===== src/design/arm_consts.svh =====
`ifndef ARM_CONSTS_SVH
`define ARM_CONSTS_SVH

`define WORD_W 32
`define NUM_REGS 15

// Data processing opcodes, bits 24:21
`define OP_AND 4'b0000
`define OP_SUB 4'b0010
`define OP_ADD 4'b0100
`define OP_ORR 4'b1100

// Condition field, bits 31:28
`define COND_EQ 4'b0000
`define COND_NE 4'b0001
`define COND_CS 4'b0010
`define COND_CC 4'b0011
`define COND_MI 4'b0100
`define COND_PL 4'b0101
`define COND_VS 4'b0110
`define COND_VC 4'b0111
`define COND_HI 4'b1000
`define COND_LS 4'b1001
`define COND_GE 4'b1010
`define COND_LT 4'b1011
`define COND_GT 4'b1100
`define COND_LE 4'b1101
`define COND_AL 4'b1110

`endif


===== src/design/armPkg.sv =====
`include "arm_consts.svh"

package armPkg;

  typedef enum logic [1:0] {
    aluAdd = 2'b00,
    aluSub = 2'b01,
    aluAnd = 2'b10,
    aluOrr = 2'b11
  } aluOpT;

  // Fetch to decode
  typedef struct packed {
    logic [`WORD_W-1:0] instr;
    logic [`WORD_W-1:0] pcPlus8;
  } fetchDecodeT;

  // Decode to execute, all control bits low is a bubble
  typedef struct packed {
    logic [3:0]         cond;
    aluOpT              aluOp;
    logic               setFlags;
    logic               useImm;
    logic               regWrite;
    logic               memWrite;
    logic               memToReg;
    logic               branch;
    logic [3:0]         dest;
    logic [`WORD_W-1:0] opA;
    logic [`WORD_W-1:0] opB;
    logic [`WORD_W-1:0] imm;
    logic [`WORD_W-1:0] storeData;
  } decodeExecT;

  // Execute to memory
  typedef struct packed {
    logic               regWrite;
    logic               memWrite;
    logic               memToReg;
    logic [3:0]         dest;
    logic [`WORD_W-1:0] aluResult;
    logic [`WORD_W-1:0] storeData;
  } execMemT;

  // Memory to writeback
  typedef struct packed {
    logic               regWrite;
    logic               memToReg;
    logic [3:0]         dest;
    logic [`WORD_W-1:0] aluResult;
    logic [`WORD_W-1:0] readData;
  } memWbT;

  // Register file write port
  typedef struct packed {
    logic               en;
    logic [3:0]         dest;
    logic [`WORD_W-1:0] value;
  } regWriteT;

endpackage


===== src/design/arm.sv =====
`timescale 1ns/1ps
`include "arm_consts.svh"

module arm (
  input  logic               clk,
  input  logic               rstN,
  output logic [`WORD_W-1:0] pc,
  input  logic [`WORD_W-1:0] instruction,
  output logic [`WORD_W-1:0] dataAddr,
  output logic [`WORD_W-1:0] writeData,
  output logic               memWrite,
  input  logic [`WORD_W-1:0] readData
);
  import armPkg::*;

  fetchDecodeT        fetchDecode;
  decodeExecT         decodeExec;
  execMemT            execMem;
  regWriteT           writeBack;
  logic               branchTaken;
  logic [`WORD_W-1:0] branchTarget;

  fetch stageFetch (
    .clk          (clk),
    .rstN         (rstN),
    .branchTaken  (branchTaken),
    .branchTarget (branchTarget),
    .pc           (pc),
    .instruction  (instruction),
    .fetchOut     (fetchDecode)
  );

  // Taken branch kills the instruction in decode
  decode stageDecode (
    .clk       (clk),
    .rstN      (rstN),
    .flush     (branchTaken),
    .fetchIn   (fetchDecode),
    .writeBack (writeBack),
    .decodeOut (decodeExec)
  );

  execute stageExecute (
    .clk          (clk),
    .rstN         (rstN),
    .execIn       (decodeExec),
    .branchTaken  (branchTaken),
    .branchTarget (branchTarget),
    .execOut      (execMem)
  );

  memWriteback stageMemWb (
    .clk       (clk),
    .rstN      (rstN),
    .memIn     (execMem),
    .dataAddr  (dataAddr),
    .writeData (writeData),
    .memWrite  (memWrite),
    .readData  (readData),
    .writeBack (writeBack)
  );

endmodule


===== src/design/decode.sv =====
`timescale 1ns/1ps
`include "arm_consts.svh"

module decode (
  input  logic                clk,
  input  logic                rstN,
  input  logic                flush,
  input  armPkg::fetchDecodeT fetchIn,
  input  armPkg::regWriteT    writeBack,
  output armPkg::decodeExecT  decodeOut
);
  import armPkg::*;

  logic [`WORD_W-1:0] regFile [`NUM_REGS];
  logic [`WORD_W-1:0] instr;
  decodeExecT         decodeNext;

  assign instr = fetchIn.instr;

  // R15 gives PC+8 and a write in this cycle is seen by the read
  function automatic logic [`WORD_W-1:0] readReg(input logic [3:0] idx);
    logic [`WORD_W-1:0] value;
    if (idx == 4'd15) begin
      value = fetchIn.pcPlus8;
    end else if (writeBack.en && writeBack.dest == idx) begin
      value = writeBack.value;
    end else begin
      value = regFile[idx];
    end
    return value;
  endfunction

  always_ff @(posedge clk) begin
    if (writeBack.en && writeBack.dest != 4'd15) begin
      regFile[writeBack.dest] <= writeBack.value;
    end
  end

  always_comb begin
    decodeNext           = '0;
    decodeNext.cond      = instr[31:28];
    decodeNext.dest      = instr[15:12];
    decodeNext.opA       = readReg(instr[19:16]);
    decodeNext.opB       = readReg(instr[3:0]);
    decodeNext.storeData = readReg(instr[15:12]);
    case (instr[27:26])
      2'b00: begin
        // Rotate and shift fields of data processing are not supported
        decodeNext.useImm = instr[25];
        decodeNext.imm    = {{(`WORD_W-8){1'b0}}, instr[7:0]};
        decodeNext.regWrite = 1'b1;
        decodeNext.setFlags = instr[20];
        case (instr[24:21])
          `OP_ADD: decodeNext.aluOp = aluAdd;
          `OP_SUB: decodeNext.aluOp = aluSub;
          `OP_AND: decodeNext.aluOp = aluAnd;
          `OP_ORR: decodeNext.aluOp = aluOrr;
          default: begin
            decodeNext.regWrite = 1'b0;
            decodeNext.setFlags = 1'b0;
          end
        endcase
      end
      2'b01: begin
        // Only pre-indexed word access with an added immediate offset
        if (instr[25:21] == 5'b01100) begin
          decodeNext.aluOp  = aluAdd;
          decodeNext.useImm = 1'b1;
          decodeNext.imm    = {{(`WORD_W-12){1'b0}}, instr[11:0]};
          if (instr[20]) begin
            decodeNext.regWrite = 1'b1;
            decodeNext.memToReg = 1'b1;
          end else begin
            decodeNext.memWrite = 1'b1;
          end
        end
      end
      2'b10: begin
        // B only with the ALU adding the offset to PC+8
        if (instr[25:24] == 2'b10) begin
          decodeNext.aluOp  = aluAdd;
          decodeNext.branch = 1'b1;
          decodeNext.useImm = 1'b1;
          decodeNext.opA    = fetchIn.pcPlus8;
          decodeNext.imm    = {{(`WORD_W-26){instr[23]}}, instr[23:0], 2'b00};
        end
      end
      default: begin
        // Coprocessor space decodes to a bubble
      end
    endcase
  end

  pipeReg #(.payloadT(decodeExecT)) decodeExecReg (
    .clk   (clk),
    .rstN  (rstN),
    .flush (flush),
    .d     (decodeNext),
    .q     (decodeOut)
  );

endmodule


===== src/design/execute.sv =====
`timescale 1ns/1ps
`include "arm_consts.svh"

module execute (
  input  logic               clk,
  input  logic               rstN,
  input  armPkg::decodeExecT execIn,
  output logic               branchTaken,
  output logic [`WORD_W-1:0] branchTarget,
  output armPkg::execMemT    execOut
);
  import armPkg::*;

  logic [3:0]         flags;
  logic [3:0]         nextFlags;
  logic               flagN, flagZ, flagC, flagV;
  logic               condPass;
  logic [`WORD_W-1:0] srcB;
  logic [`WORD_W-1:0] aluResult;
  logic               carryOut;
  logic               overflow;
  execMemT            execNext;

  assign {flagN, flagZ, flagC, flagV} = flags;

  always_comb begin
    case (execIn.cond)
      `COND_EQ: condPass = flagZ;
      `COND_NE: condPass = !flagZ;
      `COND_CS: condPass = flagC;
      `COND_CC: condPass = !flagC;
      `COND_MI: condPass = flagN;
      `COND_PL: condPass = !flagN;
      `COND_VS: condPass = flagV;
      `COND_VC: condPass = !flagV;
      `COND_HI: condPass = flagC && !flagZ;
      `COND_LS: condPass = !flagC || flagZ;
      `COND_GE: condPass = (flagN == flagV);
      `COND_LT: condPass = (flagN != flagV);
      `COND_GT: condPass = !flagZ && (flagN == flagV);
      `COND_LE: condPass = flagZ || (flagN != flagV);
      `COND_AL: condPass = 1'b1;
      default:  condPass = 1'b0;
    endcase
  end

  assign srcB = execIn.useImm ? execIn.imm : execIn.opB;

  // Logic ops keep C and V since there is no shifter
  always_comb begin
    carryOut  = flagC;
    overflow  = flagV;
    aluResult = '0;
    case (execIn.aluOp)
      aluAdd: begin
        {carryOut, aluResult} = {1'b0, execIn.opA} + {1'b0, srcB};
        overflow = (execIn.opA[`WORD_W-1] == srcB[`WORD_W-1]) &&
                   (aluResult[`WORD_W-1] != execIn.opA[`WORD_W-1]);
      end
      aluSub: begin
        // Carry set means no borrow
        {carryOut, aluResult} = {1'b0, execIn.opA} + {1'b0, ~srcB} + 1'b1;
        overflow = (execIn.opA[`WORD_W-1] != srcB[`WORD_W-1]) &&
                   (aluResult[`WORD_W-1] != execIn.opA[`WORD_W-1]);
      end
      aluAnd: aluResult = execIn.opA & srcB;
      aluOrr: aluResult = execIn.opA | srcB;
      default: aluResult = '0;
    endcase
  end

  assign nextFlags = {aluResult[`WORD_W-1], aluResult == '0, carryOut, overflow};

  always_ff @(posedge clk) begin
    if (!rstN) begin
      flags <= '0;
    end else if (execIn.setFlags && condPass) begin
      flags <= nextFlags;
    end
  end

  assign branchTaken  = execIn.branch && condPass;
  assign branchTarget = aluResult;

  // Failed condition leaves a bubble behind
  assign execNext.regWrite  = execIn.regWrite && condPass;
  assign execNext.memWrite  = execIn.memWrite && condPass;
  assign execNext.memToReg  = execIn.memToReg && condPass;
  assign execNext.dest      = execIn.dest;
  assign execNext.aluResult = aluResult;
  assign execNext.storeData = execIn.storeData;

  pipeReg #(.payloadT(execMemT)) execMemReg (
    .clk   (clk),
    .rstN  (rstN),
    .flush (1'b0),
    .d     (execNext),
    .q     (execOut)
  );

endmodule


===== src/design/fetch.sv =====
`timescale 1ns/1ps
`include "arm_consts.svh"

module fetch (
  input  logic                clk,
  input  logic                rstN,
  input  logic                branchTaken,
  input  logic [`WORD_W-1:0]  branchTarget,
  output logic [`WORD_W-1:0]  pc,
  input  logic [`WORD_W-1:0]  instruction,
  output armPkg::fetchDecodeT fetchOut
);
  import armPkg::*;

  fetchDecodeT fetchNext;

  // Program counter, redirected by a taken branch from execute
  always_ff @(posedge clk) begin
    if (!rstN) begin
      pc <= '0;
    end else if (branchTaken) begin
      pc <= branchTarget;
    end else begin
      pc <= pc + `WORD_W'(4);
    end
  end

  // R15 reads see the fetch address plus 8
  assign fetchNext.instr   = instruction;
  assign fetchNext.pcPlus8 = pc + `WORD_W'(8);

  pipeReg #(.payloadT(fetchDecodeT)) fetchDecodeReg (
    .clk   (clk),
    .rstN  (rstN),
    .flush (branchTaken),
    .d     (fetchNext),
    .q     (fetchOut)
  );

endmodule


===== src/design/memWriteback.sv =====
`timescale 1ns/1ps
`include "arm_consts.svh"

module memWriteback (
  input  logic               clk,
  input  logic               rstN,
  input  armPkg::execMemT    memIn,
  output logic [`WORD_W-1:0] dataAddr,
  output logic [`WORD_W-1:0] writeData,
  output logic               memWrite,
  input  logic [`WORD_W-1:0] readData,
  output armPkg::regWriteT   writeBack
);
  import armPkg::*;

  memWbT memNext;
  memWbT wbStage;

  // Data memory port straight from the execute result
  assign dataAddr  = memIn.aluResult;
  assign writeData = memIn.storeData;
  assign memWrite  = memIn.memWrite;

  assign memNext.regWrite  = memIn.regWrite;
  assign memNext.memToReg  = memIn.memToReg;
  assign memNext.dest      = memIn.dest;
  assign memNext.aluResult = memIn.aluResult;
  assign memNext.readData  = readData;

  pipeReg #(.payloadT(memWbT)) memWbReg (
    .clk   (clk),
    .rstN  (rstN),
    .flush (1'b0),
    .d     (memNext),
    .q     (wbStage)
  );

  // Result mux for the register file
  assign writeBack.en    = wbStage.regWrite;
  assign writeBack.dest  = wbStage.dest;
  assign writeBack.value = wbStage.memToReg ? wbStage.readData : wbStage.aluResult;

endmodule


===== src/design/pipeReg.sv =====
`timescale 1ns/1ps

module pipeReg #(
  parameter type payloadT = logic
) (
  input  logic    clk,
  input  logic    rstN,
  input  logic    flush,
  input  payloadT d,
  output payloadT q
);

  // Zero record is a bubble for every stage type
  always_ff @(posedge clk) begin
    if (!rstN || flush) begin
      q <= '0;
    end else begin
      q <= d;
    end
  end

endmodule


===== config.mk =====
export PLATFORM = sky130hd
export DESIGN_NAME = arm
export DESIGN_NICKNAME = d
export VERILOG_FILES = /design/src/design/armPkg.sv /design/src/design/arm.sv /design/src/design/decode.sv /design/src/design/execute.sv /design/src/design/fetch.sv /design/src/design/memWriteback.sv /design/src/design/pipeReg.sv
export VERILOG_INCLUDE_DIRS = /design/src /design/src/design
export SDC_FILE = /design/constraint.sdc
export NUM_CORES = 2
export LEC_CHECK = 0
export BUFFER_PORTS_ARGS = -buffer_cell sky130_fd_sc_hd__buf_2
export CAP_MARGIN = 0
export CELL_PAD_IN_SITES_DETAIL_PLACEMENT = 0
export CELL_PAD_IN_SITES_GLOBAL_PLACEMENT = 1
export CORE_UTILIZATION = 54
export CTS_BUF_LIST = sky130_fd_sc_hd__clkbuf_4
export DETAILED_ROUTE_END_ITERATION = 8
export PLACE_DENSITY = 0.87
export SKIP_LAST_GASP = 1
export SLEW_MARGIN = 25
export SYNTH_ARGS = -nofsm -noshare
export SYNTH_HDL_FRONTEND = slang
export SYNTH_SLANG_ARGS = --single-unit

===== constraint.sdc =====
create_clock -name clk -period 5.8 [get_ports clk]
set_input_delay 0.58 -clock clk [delete_from_list [all_inputs] [get_ports clk]]
set_output_delay 0.58 -clock clk [all_outputs]
set_load 0.005 [all_outputs]

# After elaboration in Yosys (flattened, before gate mapping)
# Memories as Yosys holds them, arrays and structs flattened. A register that Yosys moved wholly into a read port is not among the register bits.
# Index checks and enable logic that the tools add are counted.
# totals
register_bits	385
memories	1
word_cells	144
ram_bits	480
inputBits	66
# memory_table
memory	words	width	rd	rd_clocked_by_memory_dff	wr	line	source
stageDecode.regFile	15	32	3	3	1	decode.sv:14	logic [`WORD_W-1:0] regFile [`NUM_REGS];
# op_classes
muxes	31
addsub	5
n_bitwise	8
eq_ne	37
reduce_logical	33
# ops
operator	n
$mux W32	12
$pmux W32 S4	1
$pmux W32 S3	1
$add A32 B32 Y33	2
$eq A4 B4 Y1 const B	11
$add A33 B1 Y33 const B	1
$add A32 B3 Y32 const B	1
$add A32 B4 Y32 const B	1
$and A32 B32 Y32	1
$logic_not A32 Y1	1
$not A32 Y32	1
$or A32 B32 Y32	1
$eq A4 B3 Y1 const B	5
$mux W4	4
$pmux W1 S15	1
$logic_and A1 B1 Y1	13
$eq A4 B2 Y1 const B	3
$eq A4 B4 Y1	3
$mux W12	1
$eq A2 B2 Y1 const B	4
$logic_not A4 Y1	2
$mux W1	6
$pmux W1 S2	3
$pmux W2 S3	1
16 further kinds	34

# Longest topological paths before layout
# depth
ltp_word	7
mapped_depth	18
mapped_depth_nobuf	16

# Modules after synthesis
# Synthesis repeated with hierarchy kept, for this count alone.
# hier_totals
cells_unflattened	4093
hier_area_um2	48855.6
# by_module_without_submodules
module	area_each_um2	cells_per_inst	seq_area_each_um2	instances
decode	28411.0	2029	14413.8	1
execute	6406.1	895	80.1	1
pipeReg (stageDecode.decodeExecReg)	4346.7	319	2882.8	1
fetch	2333.5	297	640.6	1
pipeReg (stageExecute.execMemReg)	2202.1	156	1421.4	1
pipeReg (stageMemWb.memWbReg)	2172.1	154	1401.3	1
pipeReg (stageFetch.fetchDecodeReg)	1948.1	141	1281.2	1
memWriteback	1036.0	102	0.0	1

# Least setup slack after synthesis
# Ideal clock, no wire load.
# synth_timing
kind	register to register
from	register stageDecode.decodeExecReg.q[136] (netlist bit)
to	register stageExecute.flags[2]
arrival_time_ns	4.814
setup_ns	0.059
synth_period_minus_slack_ns	4.873
stages_incl_launch_ff	19
slack_ns	0.927
required_ns	5.741
n_path_buf	2
cell_sequence	dfxtp_1 -> clkbuf_1 -> clkbuf_1 -> mux2i_1 -> inv_1 -> ha_1 -> inv_1 -> fa_1 -> nor2b_1 -> o311ai_2 -> a21oi_2 -> o31a_4 -> o2111ai_2 -> o211ai_1 -> a211o_1 -> or4b_1 -> or4_1 -> nor4_1 -> a31o_1
# synth_via
elab_chain_cells	6
# synth_lines
item	line	source
start: declaration	pipeReg.sv:10	output payloadT q
start signal: assignment	pipeReg.sv:16	q <= '0;
start signal: assignment	pipeReg.sv:18	q <= d;
$mux W32 *	execute.sv:47	assign srcB = execIn.useImm ? execIn.imm : execIn.opB;
$not A32 Y32	execute.sv:62	{carryOut, aluResult} = {1'b0, execIn.opA} + {1'b0, ~srcB} + 1'b1;
$add A32 B32 Y33	execute.sv:62	
$add A33 B1 Y33	execute.sv:62	
$pmux W32 S4 *	execute.sv:54	case (execIn.aluOp)
$logic_not A32 Y1 *	execute.sv:72	assign nextFlags = {aluResult[`WORD_W-1], aluResult == '0, carryOut, overflow};
end signal: assignment	execute.sv:78	flags <= nextFlags;
end: declaration	execute.sv:14	logic [3:0] flags;
# Mark *: on every way between the ends. The rest lies on a longest branch, timed or not.
# A chain may end at the register's enable or synchronous reset.

# Worst setup path after layout
# Same ends and word-level chain as after synthesis.

==> impl_metrics.yaml <==
run_status:
  status: "finished, final reports clean"
yosys:
  synthFlopType: "edfxtp_1"
  netlist.top_cell.by_area: "edfxtp_1"
  seq_area_frac_synth_pct: 48.3
  synthTopCellsByArea: "edfxtp_1, mux4_2, dfxtp_1"
  yosys.area.top_type_share_pct: 31.6
  async_reset_ff_share_pct: 0
  synth_fp_nets: 3817
  synth_cell_type_count: 90
  syn_avg_cell_area_sq_um: 12.6
  yosysWarnings: 0
  netlist_area_sq_um: 45600
  synth_seq_cells: 859
  synth-edff-count: 480
  syn_inst: 3627
place:
  gp_congestion: 0.961
  port_buffers: 162
  pre_cts_slack_ps: 571
  detailed_place_hpwl_um: 88700
setup_path:
  worstPathArrival_ps: 6360
  crit_top_cell: "mux2i_1"
  required_ps: 6780
  crit_path_top_delay_cell: "dfxtp_1"
  worstSetupPathType: "reg -> reg"
  worstSetupStartpoint: "stageDecode.decodeExecReg.q[136]"
  cp_num_buf_inv: 1
  cp_cell_sequence: "mux2i_1, inv_1, fa_1, a21o_1, a31oi_1, nor4_2, o21ai_1, a31oi_2, mux2i_1, a211o_1, or4b_1, or4_1, nor4_1, a31o_1"
  cpPeakStageDelay_ps: 760
  cp-start-kind: "flip-flop"
  cp_top_family: "compound AO/OA/AOI/OAI gates"
  reg2reg_from: "stageDecode.decodeExecReg.q[136]"
  critPathMaxFanout: 10
  cp-end-kind: "flip-flop"
sta:
  fmax_mhz: 186
  fin_skew_ps: 97.1
  fin_ws_ps: 428
  slew_violations: 0
  hold_violations: 0
  rsz0062_at_grt: "no"
  fin_crit_ps: 5370
  finalCritPeriodShare_pct: 92.6
  slew_headroom_pct: 28.3
  fin_setup_tns_ps: 0
  tightestPinTransition_ps: 1080
  finalSetupViolCount: 0
grt:
  met1_usage_pct: 43.5
  met2_usage_pct: 48.8
  track_usage_pct: 31.9
  grt_busiest_layer: "met2"
  antenna_found_initial: 6
  grt_overflow: 0
  grt_pass1_vias: 32000
  grt_max_degree: 77
  grt_pass1_wl_um: 202000
  gr-usage-met3_pct: 8.06
route:
  wl_per_cell_um: 26.7
  ant_nets: 0
  drt_iter0_drc: 4076
  vias_per_cell: 6.38
  wl_um: 136000
  vias: 32500
  drc: 0
  first_pass_iters: 6
finish:
  multiInputGateArea_sq_um: 21800
  areaGrowthSynthToFinish_pct: 10.9
  fin_nets: 4019
  drive_above_1_share_pct: 26.0
  ff_latch_area_sq_um: 22000
  fillers: 6451
floorplan:
  io_pins: 163
  coreArea_sq_um: 83600
  initial_core_util_pct: 54.6
  core.rowCount: 106
  die_x_um: 293
  fp.dieH_um: 293
  dieArea_sq_um: 85600
clock_tree:
  cts_num_sinks: 859
  htreeDepth: 4
  numCtsBuffers: 215
  cts_resized: 0
  clk_latency_ps: 1090
  root_buffer: "clkbuf_4"
  clk_path_buf_depth: 3
  path_clk_slew_ps: 70
  cts_tree: "done"
power:
  p_leak_nw: 18.4
  ir_worst_vdd_mv: 0.147
  p_per_area_nw_per_um2: 275
worst_hold_path:
  hold_path_class: "in -> reg"
  hold_start: "readData[30]"
run:
  drv_cap: 0
-- metal layers --
layer	up-vias	share of wire, %
li1	14200	-
met1	15900	39
met2	2023	46
met3	317	12
met4	6	3.6
met5	-	0.025
-- repair_timing --
| item | CTS | global route |
|---|---|---|
| hold endpoints to repair | 92 | 0 |
| buffers inserted | 0 | 0 |
| hold buffers | 79 | 0 |
-- layout by cell type, fill, tap and decap left out, drive strengths merged, types with 35 or more instances in the layout --
cell and count:
a211oi 139, a21oi 92, and2 146, and3 60
buf 234, clkbuf 300, clkinv 87, dfxtp 379
dlygate4sd3 79, edfxtp 480, ha 122, inv 126
mux2 44, mux2i 244, mux4 363, nand2 201
nand3 35, nor2 278, nor3 39, o21ai 143
xnor2 55, xor2 44
-- cells in the mapped netlist (10+ instances only) --
master    instances
mux4_2          363
a22oi_1          15
o221ai_1         12
ha_1            122
a211oi_1        138
xor2_1           44
clkbuf_1        203
dfxtp_1         379
mux2i_1         244
o31ai_1          10
o21ai_0         137
inv_1           119
xnor2_1          55
nor2_1          278
a31oi_1          14
nand2b_1         23
buf_1            51
nor2b_1          21
o211ai_1         24
a21o_1           14
mux2_2           44
buf_4            67
and2_1          146
a21oi_1          90
o21a_1           12
nand4_1          10
nand2_1         201
nand3_1          35
nor4_1           15
edfxtp_1        480
and3_1           60
nor3_1           39
o22ai_1          17
-- area by class of cell --
| cell class | count | share of cell area, % |
|---|---|---|
| Antenna cell | 3 | 0.0148 |
| Inverter | 124 | 0.920 |
| Clock inverter | 94 | 0.930 |
| Sequential cell | 859 | 43.6 |
| Tap cell | 1080 | 2.67 |
| Multi-Input combinational cell | 2316 | 43.1 |
| Clock buffer | 300 | 4.45 |
| Timing Repair Buffer | 313 | 4.34 |
-- cell families after synthesis --
| family | count (synthesis) | synth area share, % |
|---|---|---|
| AOI/OAI and AO/OA | 568 | 8.41 |
| DFF | 859 | 48.3 |
| and+or+nand+nor | 874 | 9.32 |
| buffers and inverters | 452 | 4.31 |
| adders and majority gates | 124 | 3.44 |
| xor gates and xnor gates | 99 | 1.90 |
| muxes | 651 | 24.4 |
-- worst register-to-register path: stages (launching register included) --
cell and delay, ps:
dfxtp_1 760, mux2i_1 570, inv_1 150, fa_1 430, a21o_1 230, a31oi_1 410
nor4_2 130, o21ai_1 430, a31oi_2 250, mux2i_1 170, a211o_1 280, or4b_1 520
or4_1 550, nor4_1 290, a31o_1 140
-- worst paths after layout --
check                                                      to  slack, ps  cells after the start
worst min register to register  stageExecute.execMemReg.q[68]        410                      2
worst max register to register          stageExecute.flags[2]        430                     14
worst max-delay path                    stageExecute.flags[2]        430                     14
worst min-delay path                stageMemWb.memWbReg.q[30]        290                      3
-- through the flow --
stage	utilization [%]	std cells	total power (W)	hold WS (ps)	area [sq um]
after floorplan	-	3627	0.00834	394	45600
after global placement	56.3	4612	0.00893	402	47000
after detailed placement	56.3	4612	0.00894	408	47000
after CTS	60.5	5085	0.0140	143	50500
after global routing	60.5	5089	0.0145	217	50600
final	60.5	5089	0.0139	288	50600
-- state kept, by name, summed over array words and instances, names as in the netlist --
register,count
stageMemWb.memWbReg.q,70
stageFetch.fetchDecodeReg.q,64
stageDecode.decodeExecReg.q,138
stageExecute.flags,4
stageDecode.regFile,480
stageFetch.pc,32
stageExecute.execMemReg.q,71
-- report_power, final --
group / internal (W) / switching [W]
sequential: 0.00662 / 0.000181
clock: 0.00254 / 0.00248
combinational: 0.000886 / 0.00121
Power figures use the tool's default switching activity.
